--- config.mk ---
export PLATFORM = sky130hd
export DESIGN_NAME = ctrlUnit
export DESIGN_NICKNAME = d
export VERILOG_FILES = /design/src/design/ctrlPkg.sv /design/src/design/instrDecode.sv /design/src/design/ctrlSequencer.sv /design/src/design/ctrlWordGen.sv /design/src/design/ctrlUnit.sv
export VERILOG_INCLUDE_DIRS = /design/src /design/src/design
export SDC_FILE = /design/constraint.sdc
export NUM_CORES = 1
export LEC_CHECK = 0
export ABC_AREA = 1
export BUFFER_PORTS_ARGS = -buffer_cell sky130_fd_sc_hd__buf_4
export CELL_PAD_IN_SITES_DETAIL_PLACEMENT = 0
export CELL_PAD_IN_SITES_GLOBAL_PLACEMENT = 2
export CORE_MARGIN = 5
export CORE_UTILIZATION = 19
export DETAILED_ROUTE_END_ITERATION = 8
export GPL_TIMING_DRIVEN = 0
export PLACE_DENSITY = 0.75
export SYNTH_ARGS = -nofsm -noshare
export SYNTH_HDL_FRONTEND = slang
export SYNTH_SLANG_ARGS = --single-unit
--- constraint.sdc ---
create_clock -name clk -period 1.35 [get_ports clk]
set_clock_uncertainty 0.1 [all_clocks]
set_input_delay 0.0675 -clock clk [delete_from_list [all_inputs] [get_ports clk]]
set_output_delay 0.0675 -clock clk [all_outputs]
set_load 0.01 [all_outputs]
--- src/design/ctrl_macros.svh ---
`ifndef CTRL_MACROS_SVH
`define CTRL_MACROS_SVH

// instruction word and field widths
`define INSTR_W     16
`define REG_SEL_W   4
`define ALU_MODE_W  4

// lower byte of the stack pointer pair
`define SP_LOW_REG  4'd14

// ALU pass-through modes
`define ALU_PASS_A  4'd13
`define ALU_PASS_B  4'd0

`endif

--- src/design/ctrlPkg.sv ---
`default_nettype none

`include "ctrl_macros.svh"

package ctrlPkg;

    // op 7 with the marker set falls back to the register form
    typedef struct packed {
        logic [`REG_SEL_W-1:0]           regSel;    // destination register
        logic [`INSTR_W-`REG_SEL_W-5:0]  imm;       // 8-bit immediate / port
        logic [2:0]                      aluOp;
        logic                            immMarker;
    } immForm_t;

    typedef struct packed {
        logic [`REG_SEL_W-1:0] dstCond;  // top three bits are the condition code
        logic [`REG_SEL_W-1:0] src;
        logic [4:0]            opcode;
        logic [2:0]            instrType;
    } regForm_t;

    typedef union packed {
        immForm_t immView;
        regForm_t regView;
    } instrWord_u;

    typedef enum logic [3:0] {
        CLS_ALU_IMM, CLS_ALU_REG, CLS_IN, CLS_OUT, CLS_PAIR,
        CLS_JMP, CLS_CALL, CLS_RET, CLS_HLT, CLS_NOP
    } instrClass_e;

    typedef enum logic [1:0] {STEP_FIRST, STEP_SECOND, STEP_THIRD} ctrlStep_e;

    typedef enum logic [1:0] {PAIR_NONE, PAIR_INC, PAIR_DEC} pairAdj_e;

    // datapath mux encodings
    typedef enum logic [1:0] {REG_SRC_ALU = 2'b00, REG_SRC_IO = 2'b10} regSrc_e;
    typedef enum logic [1:0] {ALU_B_REG = 2'b00, ALU_B_IMM = 2'b10} aluSrcB_e;
    typedef enum logic [2:0] {
        MEM_DATA_PC_HI = 3'b000, MEM_DATA_PC_LO = 3'b001, MEM_DATA_ALU = 3'b010
    } memData_e;
    typedef enum logic [1:0] {
        MEM_ADDR_PAIR = 2'b00, MEM_ADDR_PORT = 2'b01, MEM_ADDR_SP_INC = 2'b10
    } memAddr_e;
    typedef enum logic [2:0] {
        FETCH_PC_INC = 3'b000, FETCH_PC = 3'b001, FETCH_INSTR = 3'b011, FETCH_RET = 3'b101
    } fetchAddr_e;

    typedef struct packed {
        instrClass_e cls;
        instrWord_u  instr;
        pairAdj_e    pairAdj;
        logic        condMet;
    } decoded_t;

    typedef struct packed {
        regSrc_e               writeSrc;
        logic [`REG_SEL_W-1:0] bSel;
        logic                  writeEn;
        logic                  incPair;
        logic                  decPair;
    } regFileCtrl_t;

    typedef struct packed {
        aluSrcB_e               bSrc;
        logic [`ALU_MODE_W-1:0] mode;
        logic                   flagEn;
    } aluCtrl_t;

    typedef struct packed {
        memData_e dataSel;
        memAddr_e addrSel;
        logic     writeEn;
        logic     readEn;
    } memCtrl_t;

    typedef struct packed {
        fetchAddr_e addrSel;
        logic       readEn;
        logic       pcWriteEn;
    } fetchCtrl_t;

endpackage

`default_nettype wire

--- src/design/instrDecode.sv ---
`timescale 1ns/10ps
`default_nettype none

module instrDecode import ctrlPkg::*; (
    input  instrWord_u iMemOut,
    input  logic       carryFlag,
    input  logic       zeroFlag,
    input  logic       negativeFlag,
    output decoded_t   decoded
);

    localparam logic [4:0] OP_ALU_LAST  = 5'd12;
    localparam logic [4:0] OP_PAIR_LAST = 5'd18;
    localparam logic [4:0] OP_JMP       = 5'd22;
    localparam logic [4:0] OP_CALL      = 5'd23;
    localparam logic [4:0] OP_RET       = 5'd24;
    localparam logic [4:0] OP_HLT       = 5'd29;

    instrClass_e instrClass;
    pairAdj_e    pairAdj;
    logic        condMet;
    logic [2:0]  condCode;
    logic [4:0]  opcode;

    assign condCode = iMemOut.regView.dstCond[3:1];
    assign opcode   = iMemOut.regView.opcode;

    always_comb begin
        case (condCode)
            3'd1:    condMet = carryFlag;
            3'd2:    condMet = !carryFlag;
            3'd3:    condMet = zeroFlag;
            3'd4:    condMet = !zeroFlag;
            3'd5:    condMet = negativeFlag;
            3'd6:    condMet = !negativeFlag;
            default: condMet = 1'b1;           // codes 0 and 7
        endcase
    end

    always_comb begin
        instrClass = CLS_NOP;                  // also covers the dropped opcodes
        pairAdj    = PAIR_NONE;
        if (iMemOut.immView.immMarker && iMemOut.immView.aluOp != 3'b111) begin
            instrClass = CLS_ALU_IMM;
        end else if (iMemOut.regView.instrType == 3'b010) begin
            instrClass = CLS_IN;
        end else if (iMemOut.regView.instrType == 3'b100) begin
            instrClass = CLS_OUT;
        end else if (iMemOut.regView.instrType == 3'b000) begin
            if (opcode != 5'd0 && opcode <= OP_ALU_LAST) begin
                instrClass = CLS_ALU_REG;
            end else if (opcode > OP_ALU_LAST && opcode <= OP_PAIR_LAST) begin
                instrClass = CLS_PAIR;
                case (opcode)
                    5'd14, 5'd17: pairAdj = PAIR_INC;
                    5'd15, 5'd18: pairAdj = PAIR_DEC;
                    default:      pairAdj = PAIR_NONE;
                endcase
            end else begin
                case (opcode)
                    OP_JMP:  instrClass = CLS_JMP;
                    OP_CALL: instrClass = CLS_CALL;
                    OP_RET:  instrClass = CLS_RET;
                    OP_HLT:  instrClass = CLS_HLT;
                    default: instrClass = CLS_NOP;
                endcase
            end
        end
    end

    assign decoded = '{cls: instrClass, instr: iMemOut, pairAdj: pairAdj, condMet: condMet};

endmodule

`default_nettype wire

--- src/design/ctrlSequencer.sv ---
`timescale 1ns/10ps
`default_nettype none

module ctrlSequencer import ctrlPkg::*; (
    input  logic      clk,
    input  logic      rstN,
    input  decoded_t  decoded,
    output ctrlStep_e step
);

    ctrlStep_e nextStep;
    logic      isPairLoad;
    logic      isBranch;
    logic      lastStep;

    // opcode bit 4 splits pair loads from stores
    assign isPairLoad = decoded.cls == CLS_PAIR && decoded.instr.regView.opcode[4];
    assign isBranch   = decoded.cls inside {CLS_JMP, CLS_CALL, CLS_RET};

    always_comb begin
        case (step)
            STEP_FIRST: begin
                lastStep = !(decoded.cls == CLS_IN || isPairLoad
                             || (isBranch && decoded.condMet));
            end
            STEP_SECOND: lastStep = decoded.cls != CLS_RET;  // only RET needs a third
            default:     lastStep = 1'b1;
        endcase
    end

    // HLT counts as done here and simply re-enters FIRST
    always_comb begin
        if (lastStep) begin
            nextStep = STEP_FIRST;
        end else if (step == STEP_FIRST) begin
            nextStep = STEP_SECOND;
        end else begin
            nextStep = STEP_THIRD;
        end
    end

    always_ff @(posedge clk or negedge rstN) begin
        if (!rstN) begin
            step <= STEP_FIRST;
        end else begin
            step <= nextStep;
        end
    end

endmodule

`default_nettype wire

--- src/design/ctrlWordGen.sv ---
`timescale 1ns/10ps
`default_nettype none

`include "ctrl_macros.svh"

module ctrlWordGen import ctrlPkg::*; (
    input  decoded_t     decoded,
    input  ctrlStep_e    step,
    output regFileCtrl_t regCtrl,
    output aluCtrl_t     aluCtrl,
    output memCtrl_t     memCtrl,
    output fetchCtrl_t   fetchCtrl
);

    instrWord_u instr;
    logic       taken;
    logic       isLoad;
    logic       finalStep;

    assign instr  = decoded.instr;
    assign taken  = decoded.condMet || step != STEP_FIRST;  // later steps only follow a taken branch
    assign isLoad = instr.regView.opcode[4];

    always_comb begin
        regCtrl = '{writeSrc: REG_SRC_ALU, bSel: instr.regView.dstCond,
                    writeEn: 1'b0, incPair: 1'b0, decPair: 1'b0};
        aluCtrl = '{bSrc: ALU_B_REG, mode: `ALU_PASS_B, flagEn: 1'b0};
        memCtrl = '{dataSel: MEM_DATA_ALU, addrSel: MEM_ADDR_PAIR,
                    writeEn: 1'b0, readEn: 1'b0};
        fetchCtrl.addrSel = FETCH_PC;
        finalStep = 1'b1;
        case (decoded.cls)
            CLS_ALU_IMM: begin
                regCtrl.bSel    = instr.immView.regSel;
                regCtrl.writeEn = 1'b1;
                aluCtrl.bSrc    = ALU_B_IMM;
                aluCtrl.mode    = {1'b0, instr.immView.aluOp};
                aluCtrl.flagEn  = instr.immView.aluOp != 3'b000;  // LDI leaves flags alone
            end
            CLS_ALU_REG: begin
                regCtrl.bSel    = instr.regView.src;
                regCtrl.writeEn = 1'b1;
                aluCtrl.mode    = instr.regView.opcode[3:0];
                aluCtrl.flagEn  = 1'b1;
            end
            CLS_IN: begin
                finalStep        = step == STEP_SECOND;   // wait one cycle for the port data
                regCtrl.writeSrc = REG_SRC_IO;
                regCtrl.writeEn  = finalStep;
                memCtrl.addrSel  = MEM_ADDR_PORT;
                memCtrl.readEn   = 1'b1;
            end
            CLS_OUT: begin
                memCtrl.addrSel = MEM_ADDR_PORT;
                memCtrl.writeEn = 1'b1;
            end
            CLS_PAIR: begin
                finalStep       = !isLoad || step == STEP_SECOND;
                regCtrl.bSel    = {instr.regView.src[3:1], 1'b0};  // pair base register
                regCtrl.writeEn = isLoad && finalStep;
                regCtrl.incPair = finalStep && decoded.pairAdj == PAIR_INC;
                regCtrl.decPair = finalStep && decoded.pairAdj == PAIR_DEC;
                aluCtrl.mode    = `ALU_PASS_A;
                memCtrl.readEn  = isLoad;
                memCtrl.writeEn = !isLoad;
            end
            CLS_JMP: begin
                if (taken) begin
                    finalStep         = step == STEP_SECOND;
                    fetchCtrl.addrSel = finalStep ? FETCH_INSTR : FETCH_PC;
                end else begin
                    fetchCtrl.addrSel = FETCH_PC_INC;     // skip the address word
                end
            end
            CLS_CALL: begin
                regCtrl.bSel = `SP_LOW_REG;
                if (taken) begin
                    finalStep         = step == STEP_SECOND;
                    regCtrl.decPair   = 1'b1;
                    memCtrl.writeEn   = 1'b1;
                    memCtrl.dataSel   = finalStep ? MEM_DATA_PC_HI : MEM_DATA_PC_LO;
                    fetchCtrl.addrSel = finalStep ? FETCH_INSTR : FETCH_PC;
                end else begin
                    fetchCtrl.addrSel = FETCH_PC_INC;
                end
            end
            CLS_RET: begin
                regCtrl.bSel = `SP_LOW_REG;
                if (taken) begin
                    finalStep         = step == STEP_THIRD;
                    regCtrl.incPair   = !finalStep;       // pop two bytes
                    memCtrl.addrSel   = MEM_ADDR_SP_INC;
                    memCtrl.readEn    = 1'b1;
                    fetchCtrl.addrSel = FETCH_RET;
                end
            end
            CLS_HLT: finalStep = 1'b0;                    // never completes
            default: finalStep = 1'b1;
        endcase
        fetchCtrl.readEn    = finalStep;
        fetchCtrl.pcWriteEn = finalStep;
    end

endmodule

`default_nettype wire

--- src/design/ctrlUnit.sv ---
`timescale 1ns/10ps
`default_nettype none

module ctrlUnit import ctrlPkg::*; (
    input  logic         clk,
    input  logic         rstN,
    input  instrWord_u   iMemOut,
    input  logic         carryFlag,
    input  logic         zeroFlag,
    input  logic         negativeFlag,
    output regFileCtrl_t regCtrl,
    output aluCtrl_t     aluCtrl,
    output memCtrl_t     memCtrl,
    output fetchCtrl_t   fetchCtrl
);

    decoded_t  decoded;
    ctrlStep_e step;

    instrDecode uDecode (
        .iMemOut(iMemOut),
        .carryFlag(carryFlag),
        .zeroFlag(zeroFlag),
        .negativeFlag(negativeFlag),
        .decoded(decoded)
    );

    ctrlSequencer uSequencer (
        .clk(clk),
        .rstN(rstN),
        .decoded(decoded),
        .step(step)
    );

    ctrlWordGen uWordGen (
        .decoded(decoded),
        .step(step),
        .regCtrl(regCtrl),
        .aluCtrl(aluCtrl),
        .memCtrl(memCtrl),
        .fetchCtrl(fetchCtrl)
    );

endmodule

`default_nettype wire

== Word-level counts from Yosys, hierarchy flattened ==
Cells that the tools add are included.
Storage, ports and cells
  memories: 0
  latch bits: 0
  register bits after elaboration: 2
  RAM bits: 0
  bits in read-only memories: 0
  input port bits: 21
  output and inout port bits: 28
Operators by class
  bitwise gates (word level): 0
  shifts and indexed selects: 0
  equal/unequal tests: 30
  reductions and logical operators: 31
  magnitude comparators: 3
  multiply operators: 0
  multiplexer cells: 42
  $add $sub $neg: 0
  divide/modulo/power cells: 0
Operators with widths (count)
  $eq A5 B5 Y1 const B: 6
  $mux W2: 12
  $mux W4: 6
  $pmux W4 S3: 2
  $eq A4 B3 Y1 const B: 4
  $pmux W4 S4: 1
  $eq A3 B3 Y1 const B: 4
  $mux W3: 4
  $reduce_or A2 Y1: 6
  $eq A5 B4 Y1 const B: 2
  $eq A3 B2 Y1 const B: 3
  $pmux W1 S3: 3
  $eq A4 B2 Y1 const B: 2
  $logic_and A1 B1 Y1: 8
  $pmux W1 S2: 4
  $pmux W2 S2: 2
  $logic_not A1 Y1: 6
  $pmux W1 S6: 1
  $pmux W3 S2: 1
  $reduce_bool A3 Y1: 2
  $gt A5 B4 Y1 const B: 1
  $le A5 B4 Y1 const B: 1
  $le A5 B5 Y1 const B: 1
  $mux W1: 5
  14 further kinds: 19

== Longest topological paths before layout ==
  depth in word-level cells: 15
  mapped depth: 14
  mapped depth without buffers: 13

== Modules after synthesis ==
Synthesis repeated with hierarchy kept, for this count alone.
Second synthesis, totals
  cell total of the unflattened synthesis: 204
  area total of the unflattened synthesis: 1092.3 µm²
Modules (own cells, without submodules)
  ctrlWordGen: area an instance 513.0 µm², cells an instance 104, instances 1, seq. area each 0.0 µm²
  instrDecode: area an instance 434.2 µm², cells an instance 77, instances 1, seq. area each 0.0 µm²
  ctrlSequencer: area an instance 145.1 µm², cells an instance 23, instances 1, seq. area each 50.0 µm²

== Worst setup path after synthesis ==
No wires, ideal clock.
  kind: input-to-output
  start: in iMemOut[6] in the netlist's numbering
  end: out fetchCtrl[0] in the netlist's numbering
  data arrival time: 1.220 ns
  path slack: -0.037 ns
  buffers on the path: 1
  required time: 1.183 ns
  stages: 13
  cells stage by stage: nor2_1 -> nand2_1 -> nand2_1 -> nand2_4 -> nand3_4 -> nand2_2 -> nand2_4 -> nand2_2 -> nor2_1 -> nor2_1 -> nor2_1 -> nand2_1 -> buf_4
Between the ends
  longest elaborated chain between the ends: 11
Ends and longest elaborated chain
  start: declaration: RTL line ctrlUnit.sv:7  | input instrWord_u iMemOut,
  $gt A5 B4 Y1, or another cell as far along: RTL line instrDecode.sv:52  | end else if (opcode > OP_ALU_LAST && opcode <= OP_PAIR_LAST) begin
  $logic_and A1 B1 Y1 / $pmux W4 S4 (equally long branches): RTL line instrDecode.sv:52, instrDecode.sv:60
  $mux W4: RTL line instrDecode.sv:52
  $mux W4 (*): RTL line instrDecode.sv:50  | if (opcode != 5'd0 && opcode <= OP_ALU_LAST) begin
  $mux W4 (*): RTL line instrDecode.sv:49  | end else if (iMemOut.regView.instrType == 3'b000) begin
  $mux W4 (*): RTL line instrDecode.sv:47  | end else if (iMemOut.regView.instrType == 3'b100) begin
  $mux W4 (*): RTL line instrDecode.sv:45  | end else if (iMemOut.regView.instrType == 3'b010) begin
  $mux W4 (*): RTL line instrDecode.sv:43  | if (iMemOut.immView.immMarker && iMemOut.immView.aluOp != 3'b111) begin
  $eq A4 B3 Y1: RTL line ctrlWordGen.sv:32  | case (decoded.cls)
  $reduce_or A2 Y1 (no source line)
  $pmux W1 S5 (*): RTL line ctrlWordGen.sv:32
  end: declaration: RTL line ctrlUnit.sv:14  | output fetchCtrl_t fetchCtrl
Every way passes the cells marked *; elsewhere a longest branch is shown, timed or not.

== Worst setup path in the final report ==
  start: reg uSequencer.step[0]
  end: out fetchCtrl[1] in the netlist's numbering
Between the ends
  longest elaborated chain between the ends: 4
Ends and longest elaborated chain
  start: declaration: RTL line ctrlSequencer.sv:8  | output ctrlStep_e step
  start signal: assignment: RTL line ctrlSequencer.sv:46  | step <= nextStep;
  $reduce_bool A2 Y1: RTL line ctrlWordGen.sv:21  | assign taken = decoded.condMet || step != STEP_FIRST;
  $logic_or A1 B1 Y1: RTL line ctrlWordGen.sv:21
  $mux W1, on equally long branches: RTL line ctrlWordGen.sv:89, ctrlWordGen.sv:68, ctrlWordGen.sv:77
  $pmux W1 S5 (*): RTL line ctrlWordGen.sv:32
Marked as above.

==> results.py <==
metrics = {
    "place": {
        "portBuffers": 45,
        "dpl.hpwl_mm": 2.95,
        "gp_congestion": 0.789,
    },
    "die": {
        "start_util_pct": 19.4,
        "die_x_um": 82.0,
        "core_mm2": 0.00507,
        "die-area_mm2": 0.00673,
        "fp.dieH_um": 82.0,
        "io_pins": 49,
        "num_rows": 26,
    },
    "status": {
        "violations": "negative setup slack",
        "status": "finished, violations left",
    },
    "synth": {
        "synthCells": 179,
        "ys_types": 28,
        "ys_seq_area_share_pct": 5.08,
        "synth_area_um2": 986,
        "synth-seq-cells": 2,
        "syn_avg_cell_area_um2": 5.51,
        "synth_warnings": 0,
    },
    "detailed_routing": {
        "wl_per_cell_um": 12.4,
        "drc": 0,
        "drtAntennaViolNets": 0,
        "drtPass1Iterations": 4,
        "post_drt_via_cell_ratio": 4.36,
        "vias": 1552,
        "drt_iter0_markers": 89,
        "wirelength_mm": 4.42,
    },
    "clock_tree": {
        "cts_sinks": 2,
        "clk_pin_slew_ps": 30,
        "cts_tree": "yes",
        "cts_root_buf": "clkbuf_8",
        "htree_levels": 1,
        "clk_latency_ps": 210,
        "cts_buffer_depth": 2,
        "numCtsBuffers": 3,
    },
    "job": {
        "drv_cap": 0,
    },
    "pwr": {
        "p_leak_nw": 1.20,
        "peakVddDrop_v": 0.000166,
        "power_density_mw_per_mm2": 469,
        "p_total_mw": 1.10,
    },
    "setup_path": {
        "startpoint_type": "flop",
        "criticalPathCategory": "flop to output pin",
        "worstPathRequired_ps": 1180,
        "arrival_ps": 1540,
        "crit_path_end_kind": "output pin",
        "cp_max_fo": 3,
    },
    "global_route": {
        "grt_max_degree": 11,
        "grt_pass1_wl_mm": 6.76,
        "overflow": 0,
        "grt_pass1_vias": 1497,
        "antenna_found_initial": 0,
        "grt_usage_pct": 12.7,
    },
    "layout": {
        "layout.nets": 309,
        "largest_register_ffs": 2,
        "area_growth_pct": 138,
        "post-route-util_pct": 46.2,
        "final_layout_size_suffix_gt1_share_pct": 64.3,
        "top_register": "uSequencer.step",
        "top_regs": "uSequencer.step: 2 flops",
        "diodes": 0,
    },
    "timing": {
        "setup_violations": 22,
        "period_minus_slack_ps": 1710,
        "drv_slew": 0,
        "final.setup.worst_slack_ps": -356,
        "finalCritPeriodShare_pct": 126,
        "hold_violations": 0,
        "rsz0062_at_grt": "true",
        "tns_ps": -5500,
        "fmax_mhz": 586,
    },
    "min_path": {
        "hp-class": "primary input to async pin",
    },
}
-- path summary, 6_finish.rpt --
path	start	to	slack, ps	cells after the start
worst max-delay path	uSequencer.step[0]	fetchCtrl[1]	-360	9
worst min-delay path	rstN	uSequencer.step[0]	80	2
worst max register to register	uSequencer.step[0]	uSequencer.step[0]	290	6
worst min register to register	uSequencer.step[1]	uSequencer.step[1]	600	4
max in group asynchronous	rstN	uSequencer.step[1]	980	2
min in group clk	iMemOut[8]	regCtrl[3]	310	4
-- synthesized netlist by cell type (all sizes together) --
master / number / area (µm²)
inv: 29 / 111
nor3: 4 / 42.5
o211ai: 6 / 45.0
nand4: 9 / 56.3
o21ai: 4 / 20.0
dfrtp: 2 / 50.1
nand3: 28 / 180
nor2: 28 / 115
o31ai: 1 / 7.51
buf: 7 / 56.3
o22ai: 1 / 6.26
clkinv: 1 / 3.75
a31oi: 1 / 6.26
nand2: 53 / 239
conb: 1 / 3.75
a21oi: 4 / 42.5
-- power breakdown --
| part | switching (mW) | internal (mW) | leakage (nW) |
|---|---|---|---|
| combinational | 0.394 | 0.412 | 1.15 |
| sequential | 0.00127 | 0.0624 | 0.0274 |
| clock | 0.0413 | 0.188 | 0.0216 |
| total | 0.437 | 0.662 | 1.20 |
-- through the flow --
stage	hold WS, ps	cell area, µm²	cells	setup slack [ps]
finish	81.4	2340	356	-356
global route	77.2	2340	356	-473
global placement	-249	1420	296	-513
CTS	81.6	2050	338	-332
detailed placement	-245	1420	296	-504
floorplan	-328	998	181	6.98
-- kinds of logic after synthesis --
group / count (synthesis) / share of synthesized area [%]
AOI/OAI and AO/OA: 17 / 12.9
buffers and inverters: 37 / 17.4
DFF: 2 / 5.08
other: 1 / 0.380
and+or+nand+nor: 122 / 64.2
-- cells in the final DEF (no fill, tap or decap), drive strengths merged --
cell type,synthesis,final
a21oi,4,4
a31oi,1,1
buf,7,108
clkbuf,0,3
clkinv,1,1
conb,1,3
dfrtp,2,2
dlygate4sd3,0,1
inv,29,29
nand2,53,53
nand3,28,28
nand4,9,9
nor2,28,28
nor3,4,4
o211ai,6,6
o21ai,4,4
o22ai,1,1
o31ai,1,1
-- cell type report --
cell class                      instances  area (µm²)
Fill cell                             530        2730
Multi-Input combinational cell        142        1030
Timing Repair Buffer                  102         921
Inverter                               30         148
Tap cell                               70        87.6
Buffer                                  7        63.8
Sequential cell                         2        50.0
Clock buffer                            3        41.3
-- critical path, cell delays in order (launching register included) --
cell     delay [ps]
dfrtp_1         380
nor2_2          130
nand4_1         160
nand2_1         160
nand4_1         100
nand2_1          80
nor2_1           50
nand2_1          70
buf_4           110
buf_6            90
-- timing repair --
action,CTS,global route
setup endpoints to repair,22,22
pin swaps,44,29
buffers inserted,38,21
hold buffers,1,0
hold endpoints to repair,2,0
resized for setup,76,41
-- per-layer routing --
| layer | vias to the layer above | wire length [µm] | global-route usage, % |
|---|---|---|---|
| li1 | 797 | - | - |
| met1 | 712 | 1890 | 15.5 |
| met2 | 35 | 2290 | 22.8 |
| met4 | 0 | 55 | 4.49 |
| met3 | 8 | 184 | 1.43 |
| met5 | - | 0 | 0 |
Note: power is estimated with default switching activity, not from simulation.
